[src/matrix_settings.svh]
// shared constants for the matrix echo design, `include it wherever a value is needed
`ifndef MATRIX_SETTINGS_SVH
`define MATRIX_SETTINGS_SVH

// ============================================================
// clocking and serial line
// ============================================================
`define CLK_HZ            50000000
`define UART_CLKS_PER_BIT (`CLK_HZ / 115200)   // 434 clocks, 115200 baud
`define DEBOUNCE_CYCLES   16                    // short for simulation

// ============================================================
// matrix limits and status
// ============================================================
`define MAX_DIM           5                     // largest side
`define ELEM_MAX          9                     // largest digit accepted
`define STORE_SLOTS       2
`define BLINK_CYCLES      (`CLK_HZ / 2)         // half a second lit

`endif

[src/matrix_pkg.sv]
// element, dimension, matrix and mode types shared across the matrix echo design
`include "matrix_settings.svh"

package matrix_pkg;

	// one matrix element, also one uart byte
	typedef logic [7:0] elem_t;

	// row or column count, 1..MAX_DIM
	typedef logic [2:0] dim_t;

	// row-major, element r*n+c at index r*n+c, packed from 0
	typedef elem_t [`MAX_DIM*`MAX_DIM-1:0] matrix_t;

	// operating mode latched by the confirm button
	typedef enum logic [1:0] {
		mode_idle       = 2'd0,
		mode_data_input = 2'd1
	} mode_t;

endpackage

[src/matrix_bus_if.sv]
// carries one complete matrix from the parser to the store and the printer
`timescale 1ns/10ps

interface matrix_bus_if;
	import matrix_pkg::*;

	logic    valid; // one-clock strobe, matrix complete
	dim_t    m;     // rows
	dim_t    n;     // cols
	matrix_t data;  // row-major elements

	modport src (output valid, output m, output n, output data);
	modport dst (input valid, input m, input n, input data);

endinterface

[src/matrix_echo_top.sv]
// top level of the matrix data-entry echo path, uart in and out plus status leds
`timescale 1ns/10ps

module matrix_echo_top (
	input  logic       clk,
	input  logic       rst_n,
	input  logic [2:0] command,
	input  logic       btn_confirm,
	input  logic       btn_exit,
	input  logic       uart_rxd,
	output logic       uart_txd,
	output logic [7:0] led,
	output logic [7:0] ld2
);
	import matrix_pkg::*;

	logic       rx_done;
	elem_t      rx_data;
	mode_t      mode;
	logic       parse_error;
	logic       tx_start;
	elem_t      tx_data;
	logic       tx_busy;
	logic [1:0] stored_count;
	logic       store_blink;
	logic       error_blink;

	matrix_bus_if mbus ();

	// ============================================================
	// receive, parse, store, echo
	// ============================================================
	uart_rx u_uart_rx (
		.clk     (clk),
		.rst_n   (rst_n),
		.rxd     (uart_rxd),
		.rx_done (rx_done),
		.rx_data (rx_data)
	);

	mode_controller u_mode (
		.clk         (clk),
		.rst_n       (rst_n),
		.command     (command),
		.btn_confirm (btn_confirm),
		.btn_exit    (btn_exit),
		.mode        (mode)
	);

	matrix_parser u_parser (
		.clk         (clk),
		.rst_n       (rst_n),
		.mode        (mode),
		.rx_done     (rx_done),
		.rx_data     (rx_data),
		.mbus        (mbus.src),
		.parse_error (parse_error)
	);

	matrix_store u_store (
		.clk          (clk),
		.rst_n        (rst_n),
		.mbus         (mbus.dst),
		.parse_error  (parse_error),
		.stored_count (stored_count),
		.store_blink  (store_blink),
		.error_blink  (error_blink)
	);

	matrix_printer u_printer (
		.clk      (clk),
		.rst_n    (rst_n),
		.mbus     (mbus.dst),
		.tx_busy  (tx_busy),
		.tx_start (tx_start),
		.tx_data  (tx_data),
		.done     ()             // end of echo, not needed here
	);

	uart_tx u_uart_tx (
		.clk      (clk),
		.rst_n    (rst_n),
		.tx_start (tx_start),
		.tx_data  (tx_data),
		.txd      (uart_txd),
		.busy     (tx_busy)
	);

	// registered leds: led[5] data input, ld2 = count, error, store
	always_ff @(posedge clk or negedge rst_n) begin
		if (!rst_n) begin
			led <= 8'h00;
			ld2 <= 8'h00;
		end else begin
			led <= {2'b00, mode == mode_data_input, 5'b00000};
			ld2 <= {4'b0000, stored_count, error_blink, store_blink};
		end
	end

endmodule

[src/matrix_parser.sv]
// turns the ascii digit stream "m n e.." into a checked matrix on the bus
`timescale 1ns/10ps
`include "matrix_settings.svh"

module matrix_parser (
	input  logic               clk,
	input  logic               rst_n,
	input  matrix_pkg::mode_t  mode,
	input  logic               rx_done,
	input  matrix_pkg::elem_t  rx_data,
	matrix_bus_if.src          mbus,
	output logic               parse_error
);
	import matrix_pkg::*;

	typedef enum logic [1:0] {st_m, st_n, st_elem} state_t;

	state_t     state;
	logic [4:0] elem_idx;  // running r*n+c
	logic [4:0] total;     // m*n, at most 25
	logic       active;
	logic       is_digit;
	logic       is_sep;
	logic [3:0] digit;
	logic       dim_ok;
	logic       elem_bad;
	logic       accept;

	assign active   = (mode == mode_data_input);
	assign is_digit = (rx_data >= 8'h30) && (rx_data <= 8'h39);
	assign is_sep   = (rx_data == 8'h20) || (rx_data == 8'h0d) || (rx_data == 8'h0a);
	assign digit    = rx_data[3:0];                 // '0' is 8'h30
	assign dim_ok   = (digit >= 4'd1) && (digit <= 4'(`MAX_DIM));
	assign elem_bad = digit > 4'(`ELEM_MAX);
	assign accept   = active && rx_done && is_digit;

	// ============================================================
	// control FSM
	// ============================================================
	always_ff @(posedge clk or negedge rst_n) begin
		if (!rst_n) begin
			state       <= st_m;
			elem_idx    <= '0;
			mbus.valid  <= 1'b0;
			parse_error <= 1'b0;
		end else begin
			mbus.valid  <= 1'b0;
			parse_error <= 1'b0;
			if (!active) begin
				state    <= st_m;                   // mode left, start over
				elem_idx <= '0;
			end else if (rx_done && !is_sep) begin
				if (!is_digit) begin
					parse_error <= 1'b1;             // stray character
					state       <= st_m;
				end else begin
					case (state)
						st_m: begin
							if (dim_ok)
								state <= st_n;
							else
								parse_error <= 1'b1;
						end
						st_n: begin
							elem_idx <= '0;
							if (dim_ok)
								state <= st_elem;
							else begin
								parse_error <= 1'b1;
								state       <= st_m;
							end
						end
						st_elem: begin
							if (elem_bad) begin
								parse_error <= 1'b1;
								state       <= st_m;
							end else if (elem_idx == total - 5'd1) begin
								mbus.valid <= 1'b1;    // last element
								state      <= st_m;
							end else
								elem_idx <= elem_idx + 5'd1;
						end
						default: state <= st_m;
					endcase
				end
			end
		end
	end

	// payload, only meaningful once valid pulses
	always_ff @(posedge clk) begin
		if (accept) begin
			case (state)
				st_m: mbus.m <= digit[2:0];
				st_n: begin
					mbus.n <= digit[2:0];
					total  <= {2'b0, mbus.m} * {2'b0, digit[2:0]};
				end
				st_elem: mbus.data[elem_idx] <= elem_t'(digit);  // digit value, not ascii
				default: ;
			endcase
		end
	end

endmodule

[src/matrix_printer.sv]
// echoes a captured matrix as ascii rows ("d d d" CR LF) through the uart transmitter
`timescale 1ns/10ps

module matrix_printer (
	input  logic               clk,
	input  logic               rst_n,
	matrix_bus_if.dst          mbus,
	input  logic               tx_busy,
	output logic               tx_start,
	output matrix_pkg::elem_t  tx_data,
	output logic               done
);
	import matrix_pkg::*;

	typedef enum logic [1:0] {st_idle, st_send, st_wait_hi} state_t;
	typedef enum logic [1:0] {ph_digit, ph_space, ph_cr, ph_lf} phase_t;

	state_t     state;
	phase_t     phase;     // which byte goes out next
	matrix_t    mat;
	dim_t       dim_m;
	dim_t       dim_n;
	dim_t       row;
	dim_t       col;
	logic [4:0] elem_idx;
	logic       last_byte; // final LF handed over
	elem_t      next_byte;
	logic       fire;

	assign fire = (state == st_send) && !tx_busy;

	always_comb begin
		case (phase)
			ph_digit: next_byte = mat[elem_idx] + 8'h30;
			ph_space: next_byte = 8'h20;
			ph_cr:    next_byte = 8'h0d;
			default:  next_byte = 8'h0a;
		endcase
	end

	always_ff @(posedge clk) begin
		if (state == st_idle && mbus.valid) begin
			mat   <= mbus.data;
			dim_m <= mbus.m;
			dim_n <= mbus.n;
		end
		if (fire)
			tx_data <= next_byte;
	end

	// ============================================================
	// byte sequencer
	// ============================================================
	always_ff @(posedge clk or negedge rst_n) begin
		if (!rst_n) begin
			state     <= st_idle;
			phase     <= ph_digit;
			row       <= '0;
			col       <= '0;
			elem_idx  <= '0;
			last_byte <= 1'b0;
			tx_start  <= 1'b0;
			done      <= 1'b0;
		end else begin
			tx_start <= 1'b0;
			done     <= 1'b0;
			case (state)
				st_idle: if (mbus.valid) begin  // busy printer drops new matrices
					row       <= '0;
					col       <= '0;
					elem_idx  <= '0;
					phase     <= ph_digit;
					last_byte <= 1'b0;
					state     <= st_send;
				end
				st_send: if (fire) begin
					tx_start <= 1'b1;
					state    <= st_wait_hi;
					case (phase)
						ph_digit: begin
							elem_idx <= elem_idx + 5'd1;
							phase    <= (col == dim_n - 3'd1) ? ph_cr : ph_space;
						end
						ph_space: begin
							col   <= col + 3'd1;
							phase <= ph_digit;
						end
						ph_cr: phase <= ph_lf;
						default: begin            // LF ends the row
							row       <= row + 3'd1;
							col       <= '0;
							phase     <= ph_digit;
							last_byte <= (row == dim_m - 3'd1);
						end
					endcase
				end
				st_wait_hi: if (tx_busy) begin  // transmitter took the byte
					done  <= last_byte;
					state <= last_byte ? st_idle : st_send;
				end
				default: state <= st_idle;
			endcase
		end
	end

endmodule

[src/matrix_store.sv]
// two-slot round-robin matrix memory with stored count and status blink timers
`timescale 1ns/10ps
`include "matrix_settings.svh"

module matrix_store (
	input  logic        clk,
	input  logic        rst_n,
	matrix_bus_if.dst   mbus,
	input  logic        parse_error,
	output logic [1:0]  stored_count,
	output logic        store_blink,
	output logic        error_blink
);
	import matrix_pkg::*;

	localparam int slot_w  = $clog2(`STORE_SLOTS);
	localparam int blink_w = $clog2(`BLINK_CYCLES);

	matrix_t           mem   [`STORE_SLOTS];
	dim_t              mem_m [`STORE_SLOTS];
	dim_t              mem_n [`STORE_SLOTS];
	logic [slot_w-1:0] wr_slot;           // next slot to overwrite
	logic              stored;            // write happened last clock
	logic [1:0]        trig;              // bit 0 store, bit 1 error
	logic [1:0]        blink_on;
	logic [blink_w-1:0] blink_cnt [2];

	assign trig        = {parse_error, stored};
	assign store_blink = blink_on[0];
	assign error_blink = blink_on[1];

	always_ff @(posedge clk)
		if (mbus.valid) begin
			mem[wr_slot]   <= mbus.data;
			mem_m[wr_slot] <= mbus.m;
			mem_n[wr_slot] <= mbus.n;
		end

	always_ff @(posedge clk or negedge rst_n) begin
		if (!rst_n) begin
			wr_slot      <= '0;
			stored       <= 1'b0;
			stored_count <= '0;
			blink_on     <= '0;
			blink_cnt    <= '{default: '0};
		end else begin
			stored <= mbus.valid;
			if (mbus.valid)
				wr_slot <= (wr_slot == slot_w'(`STORE_SLOTS - 1)) ? '0 : wr_slot + 1'b1;
			if (stored && stored_count != 2'(`STORE_SLOTS))
				stored_count <= stored_count + 2'd1;     // saturates
			// retriggerable half-second timers
			for (int i = 0; i < 2; i++) begin
				if (trig[i]) begin
					blink_on[i]  <= 1'b1;
					blink_cnt[i] <= '0;
				end else if (blink_on[i]) begin
					if (blink_cnt[i] == blink_w'(`BLINK_CYCLES - 1))
						blink_on[i] <= 1'b0;
					else
						blink_cnt[i] <= blink_cnt[i] + 1'b1;
				end
			end
		end
	end

endmodule

[src/mode_controller.sv]
// debounces confirm and exit buttons and holds the operating mode register
`timescale 1ns/10ps
`include "matrix_settings.svh"

module mode_controller (
	input  logic               clk,
	input  logic               rst_n,
	input  logic [2:0]         command,
	input  logic               btn_confirm,
	input  logic               btn_exit,
	output matrix_pkg::mode_t  mode
);
	import matrix_pkg::*;

	localparam int db_w = $clog2(`DEBOUNCE_CYCLES + 1);

	logic [1:0]      btn_raw;     // bit 0 confirm, bit 1 exit
	logic [1:0]      sync0;
	logic [1:0]      sync1;
	logic [1:0]      stable;      // debounced level
	logic [db_w-1:0] cnt [2];
	logic [1:0]      press;       // rising edge of debounced level

	assign btn_raw = {btn_exit, btn_confirm};

	// press fires in the clock where stable flips to 1
	always_comb
		for (int i = 0; i < 2; i++)
			press[i] = sync1[i] && !stable[i] && cnt[i] == db_w'(`DEBOUNCE_CYCLES - 1);

	always_ff @(posedge clk or negedge rst_n) begin
		if (!rst_n) begin
			sync0  <= '0;
			sync1  <= '0;
			stable <= '0;
			cnt    <= '{default: '0};
			mode   <= mode_idle;
		end else begin
			sync0 <= btn_raw;
			sync1 <= sync0;
			for (int i = 0; i < 2; i++) begin
				if (sync1[i] == stable[i])
					cnt[i] <= '0;                 // no change pending
				else if (cnt[i] == db_w'(`DEBOUNCE_CYCLES - 1)) begin
					stable[i] <= sync1[i];
					cnt[i]    <= '0;
				end else
					cnt[i] <= cnt[i] + 1'b1;
			end
			if (press[1])
				mode <= mode_idle;                // exit wins
			else if (press[0] && command == 3'd1)
				mode <= mode_data_input;
			else if (press[0] && command == 3'd0)
				mode <= mode_idle;                // other codes ignored
		end
	end

endmodule

[src/uart_rx.sv]
// uart receiver 8N1, mid-bit sampling, strobes rx_done with each good byte
`timescale 1ns/10ps
`include "matrix_settings.svh"

module uart_rx (
	input  logic               clk,
	input  logic               rst_n,
	input  logic               rxd,
	output logic               rx_done,
	output matrix_pkg::elem_t  rx_data
);
	localparam int full_bit = `UART_CLKS_PER_BIT;
	localparam int half_bit = `UART_CLKS_PER_BIT / 2;
	localparam int cnt_w    = $clog2(`UART_CLKS_PER_BIT);

	logic [1:0]       rxd_sync;  // two-flop synchronizer
	logic             busy;      // frame in progress
	logic [cnt_w-1:0] clk_cnt;
	logic [cnt_w-1:0] target;    // half bit for start, full bit after
	logic [3:0]       bit_idx;   // 0 start, 1..8 data, 9 stop
	logic [7:0]       shift;
	logic             sample;

	assign target = (bit_idx == 4'd0) ? cnt_w'(half_bit - 1) : cnt_w'(full_bit - 1);
	assign sample = busy && (clk_cnt == target);

	always_ff @(posedge clk or negedge rst_n) begin
		if (!rst_n) begin
			rxd_sync <= 2'b11; // idle line is high
			busy     <= 1'b0;
			clk_cnt  <= '0;
			bit_idx  <= '0;
			rx_done  <= 1'b0;
		end else begin
			rxd_sync <= {rxd_sync[0], rxd};
			rx_done  <= 1'b0;
			if (!busy) begin
				if (!rxd_sync[1]) begin // falling edge, start bit
					busy    <= 1'b1;
					clk_cnt <= '0;
					bit_idx <= '0;
				end
			end else if (sample) begin
				clk_cnt <= '0;
				if (bit_idx == 4'd0 && rxd_sync[1])
					busy <= 1'b0;              // glitch, not a start bit
				else if (bit_idx == 4'd9) begin
					busy    <= 1'b0;
					rx_done <= rxd_sync[1];    // drop byte on framing error
				end else
					bit_idx <= bit_idx + 4'd1;
			end else
				clk_cnt <= clk_cnt + 1'b1;
		end
	end

	// data path, lsb first
	always_ff @(posedge clk) begin
		if (sample && bit_idx != 4'd0 && bit_idx != 4'd9)
			shift <= {rxd_sync[1], shift[7:1]};
		if (sample && bit_idx == 4'd9)
			rx_data <= shift;
	end

endmodule

[src/uart_tx.sv]
// uart transmitter 8N1, busy high from the clock after tx_start to the end of stop
`timescale 1ns/10ps
`include "matrix_settings.svh"

module uart_tx (
	input  logic               clk,
	input  logic               rst_n,
	input  logic               tx_start,
	input  matrix_pkg::elem_t  tx_data,
	output logic               txd,
	output logic               busy
);
	localparam int cnt_w = $clog2(`UART_CLKS_PER_BIT);

	logic [cnt_w-1:0] clk_cnt;
	logic [3:0]       bit_idx; // bits already on the line
	logic [8:0]       frame;   // data then stop bit

	always_ff @(posedge clk or negedge rst_n) begin
		if (!rst_n) begin
			txd     <= 1'b1;
			busy    <= 1'b0;
			clk_cnt <= '0;
			bit_idx <= '0;
		end else if (!busy) begin
			txd <= 1'b1;
			if (tx_start) begin
				busy    <= 1'b1;
				txd     <= 1'b0; // start bit
				clk_cnt <= '0;
				bit_idx <= '0;
			end
		end else if (clk_cnt == cnt_w'(`UART_CLKS_PER_BIT - 1)) begin
			clk_cnt <= '0;
			if (bit_idx == 4'd9)
				busy <= 1'b0;          // stop bit done
			else begin
				txd     <= frame[bit_idx];
				bit_idx <= bit_idx + 4'd1;
			end
		end else
			clk_cnt <= clk_cnt + 1'b1;
	end

	always_ff @(posedge clk)
		if (tx_start && !busy)
			frame <= {1'b1, tx_data};

endmodule

[config.mk]
export PLATFORM = sky130hd
export DESIGN_NAME = matrix_echo_top
export DESIGN_NICKNAME = d
export VERILOG_FILES = /design/src/matrix_pkg.sv /design/src/matrix_bus_if.sv /design/src/matrix_echo_top.sv /design/src/matrix_parser.sv /design/src/matrix_printer.sv /design/src/matrix_store.sv /design/src/mode_controller.sv /design/src/uart_rx.sv /design/src/uart_tx.sv
export VERILOG_INCLUDE_DIRS = /design/src /design/src/src
export SDC_FILE = /design/constraint.sdc
export NUM_CORES = 1
export LEC_CHECK = 0
export ABC_AREA = 1
export ABC_CLOCK_PERIOD_IN_PS = 6600
export BUFFER_PORTS_ARGS = -buffer_cell sky130_fd_sc_hd__buf_2
export CAP_MARGIN = 10
export CORE_UTILIZATION = 60
export DETAILED_ROUTE_END_ITERATION = 10
export GPL_TIMING_DRIVEN = 0
export PLACE_DENSITY = 0.77
export SLEW_MARGIN = 20
export SYNTH_ARGS = -nofsm -noshare
export SYNTH_HDL_FRONTEND = slang
export SYNTH_SLANG_ARGS = --single-unit
[constraint.sdc]
create_clock -name clk -period 6.6 [get_ports clk]
set_input_delay 0.66 -clock clk [delete_from_list [all_inputs] [get_ports clk]]
set_output_delay 0.66 -clock clk [all_outputs]
set_load 0.05 [all_outputs]
==> results.yml <==
floorplan:
  fp.dieW_um: 169.8
  die_y_um: 169.8
  start_util: 0.6084
  rows: 61
  io_pins: 25
  dieArea_um2: 28850
  coreArea_um2: 27780
routing:
  num_vias: 11788
  routed_wl_um: 34600
  drtIter0Drc: 1023
  antenna_left: 0
  via_per_inst: 5.468
  post-route-drc-count: 0
  dr.pass1.iters: 5
  wl_per_cell_um: 16.05
yosys:
  synthFlopType: "edfxtp_1"
  post-synth-top-area-cell: "edfxtp_1"
  synth_cells: 1672
  async_flop_share: 0.3553
  synth.avg_cell_area_um2: 10.11
  yosys_warnings: 0
  synth_top_cell_area_share: 0.4353
  synth_area_leaders: "edfxtp_1 (44%), dfrtp_1 (20%), nand2_1 (9.8%)"
  synth-seq-cells: 380
  synth_cell_types: 46
  synth_edf_count: 245
  syn_area_um2: 16900
  yosysSeqAreaShare: 0.6354
sta:
  slew_violations: 0
  hold_violations: 0
  final.setup.tns_ps: 0
  worst_pin_slew_ps: 1064
  fin_crit_sh: 0.4410
  rsz0062_at_grt: "no"
  setup_violations: 0
  skew_ps: 15.03
  fmaxAchievable_ghz: 0.3436
  slew_headroom: 0.2905
  min_period_ps: 2910
clocking:
  cts_setup_buffers: 0
  numCtsBuffers: 39
  cts_tree: "yes"
  cts_hold_buf: 0
  cts.htree.levels: 2
  cts_resized: 0
  path_clk_slew_ps: 60
  cts_root_buffer: "clkbuf_16"
  insertion_delay_ps: 540
  ctsLongestPathBuffers: 3
  clock_sinks: 380
global_routing:
  grt_overflow: 0
  grt_pass1_vias: 11468
  antenna_found_initial: 0
  grt_usage: 0.2517
  grt_pass1_wl_um: 56410
  grt_max_degree: 79
placement:
  gp_congestion: 0.8955
  dp_hpwl_um: 23170
  place.port_buffers: 13
final_layout:
  antennaDiodeCount: 0
  layout-drive-gt1-share: 0.08436
  area_growth_pct: 12.21
  final_nets: 1792
power_and_ir_drop:
  p_per_area_nw_per_um2: 251.3
  power_switching_uw: 950.5
  power_uw: 4767
  swShare: 0.1994
  p_leak_uw: 0.008127
  power_frac_comb: 0.010
  p_seq_frac: 0.529
  pwr-share-clk: 0.461
  internal_power_uw: 3816
  irDropWorstVdd_mv: 0.1848
critical_path:
  slowest_delay_ps: 640
  path_class: "flip-flop to flip-flop"
  cp.buffers_inverters: 1
  r2r_cells: 8
  endpoint_kind: "flip-flop"
  reg2reg_to: "u_parser.mbus.data[114]$_DFFE_PP_"
  worstPathMaxFanout: 21
  worstPathCellList: "buf_8 -> nor2_1 -> nor2_1 -> nor2_1 -> nand2_2 -> nor3_4 -> nand2_1 -> nor2_1"
  path_delay_family: "simple AND/OR/NAND/NOR gates"
  startpoint_type: "flip-flop"
  worstPathArrival_ps: 3090
  r2r-start: "u_uart_rx.rx_data[1]$_DFFE_PP_"
  reg2reg_slack_ps: 3690
  path_common_cell: "nor2_1"
  critPathSlowestCell: "edfxtp_1"
  cp.required_ps: 6780
hold_path:
  hold_path.class: "input pin to asynchronous set/reset pin"
status:
  status: "finished, final reports clean"
run:
  max_cap_viol_count: 0
[how the worst max path moves through the flow]
| stage | from | endpoint | slack [ps] | depth (start not counted) |
|---|---|---|---|---|
| 2_1_floorplan | u_printer.state[0]$_DFFE_PN0P_ | u_printer.elem_idx[3]$_DFFE_PN0P_ | 830 | 6 |
| 3_3_place_gp | u_printer.state[0]$_DFFE_PN0P_ | u_printer.elem_idx[3]$_DFFE_PN0P_ | -990 | 6 |
| 3_5_place_dp | u_uart_rx.rx_data[1]$_DFFE_PP_ | u_parser.mbus.n[2]$_DFFE_PP_ | 3690 | 6 |
| 4_1_cts | u_uart_rx.rx_data[1]$_DFFE_PP_ | u_parser.total[0]$_DFFE_PP_ | 3680 | 6 |
| 5_1_grt | u_uart_rx.rx_data[1]$_DFFE_PP_ | u_parser.mbus.data[88]$_DFFE_PP_ | 3490 | 8 |
| 6_report | u_uart_rx.rx_data[1]$_DFFE_PP_ | u_parser.mbus.data[114]$_DFFE_PP_ | 3690 | 8 |
[cells in the final DEF, fill, tap and decap left out, drive strengths merged]
cell	count
or2	6
fa	2
a21oi	18
nand4	38
o211ai	7
a21o	2
ha	34
nor3b	1
clkbuf	62
dfrtp	132
nor2	180
nand3	151
buf	56
bufinv	4
a211oi	1
clkinv	20
a221oi	1
xnor2	10
o31ai	2
edfxtp	245
dfstp	3
o21ai	66
xor2	40
conb	11
nand3b	1
a31oi	2
nor4	4
o22ai	10
nor3	27
nand2	449
a41oi	1
inv	192
[cell usage after synthesis (10+ instances only)]
master    count
o22ai_1      10
inv_1       185
nor2_1      177
nand2_1     443
buf_2        14
nand3_1     148
edfxtp_1    245
o21ai_0      60
clkbuf_1     13
a21oi_1      17
nor3_1       26
buf_4        14
xnor2_1      10
nand4_1      38
dfrtp_1     132
ha_1         34
xor2_1       40
[layout make-up]
class	instances	area, µm²
Fill cell	2052	8816
Buffer	44	250.2
Tap cell	378	473.0
Multi-Input combinational cell	1064	5229
Timing Repair Buffer	25	252.7
Clock inverter	22	251.5
Sequential cell	380	10740
Inverter	194	733.2
Clock buffer	49	1037
[per-stage QoR]
stage | instances | hold slack [ps] | area [µm²] | util | worst slack [ps]
3_3_place_gp | 2073 | 331.3 | 17480 | 0.6291 | -986.9
2_1_floorplan | 1682 | 331.2 | 16940 | - | 825.7
3_5_place_dp | 2085 | 335.8 | 17670 | 0.6361 | 3687
4_1_cts | 2156 | 60.13 | 18960 | 0.6825 | 3684
5_1_grt | 2156 | 81.27 | 18970 | 0.6827 | 3489
6_report | 2156 | 46.67 | 18970 | 0.6827 | 3690
[cells by family after synthesis]
kind of cell,Yosys count,share of synthesized area
buffers and inverters,238,0.05818
AOI/OAI and AO/OA,110,0.03701
xor gates and xnor gates,50,0.02591
and+or+nand+nor,857,0.2158
adders and majority gates,36,0.02754
DFF,380,0.6354
other,1,0.0002219
[metal layers]
layer	wire length [µm]	part of all wire	global-route usage	vias to the layer above
met4	1068	0.031	0.1058	0
met2	16580	0.48	0.4150	435
li1	-	-	-	5673
met5	0	0	0	-
met3	2283	0.066	0.04000	91
met1	14660	0.42	0.3342	5589
[power by group through the flow]
stage          Clock [µW]  Sequential (µW)  Combinational, µW
6_report             2200             2520               47.0
3_3_place_gp            0             2570               44.5
5_1_grt              2330             2520               53.9
4_1_cts              2230             2520               48.5
2_1_floorplan           0             2570               24.6
3_5_place_dp            0             2570               48.2
[flip-flops by register name, summed over array words and instances, names as in the netlist, 5 cells and up]
register,cells
u_uart_rx.clk_cnt,9
u_mode.cnt,10
u_parser.total,5
u_uart_tx.frame,6
u_uart_rx.rx_data,8
u_uart_rx.shift,8
u_parser.elem_idx,5
u_printer.tx_data,6
u_uart_tx.clk_cnt,9
u_parser.mbus.data,100
u_store.blink_cnt,50
u_printer.mat,100
u_printer.elem_idx,5
Note: power is estimated with default switching activity, not from simulation.
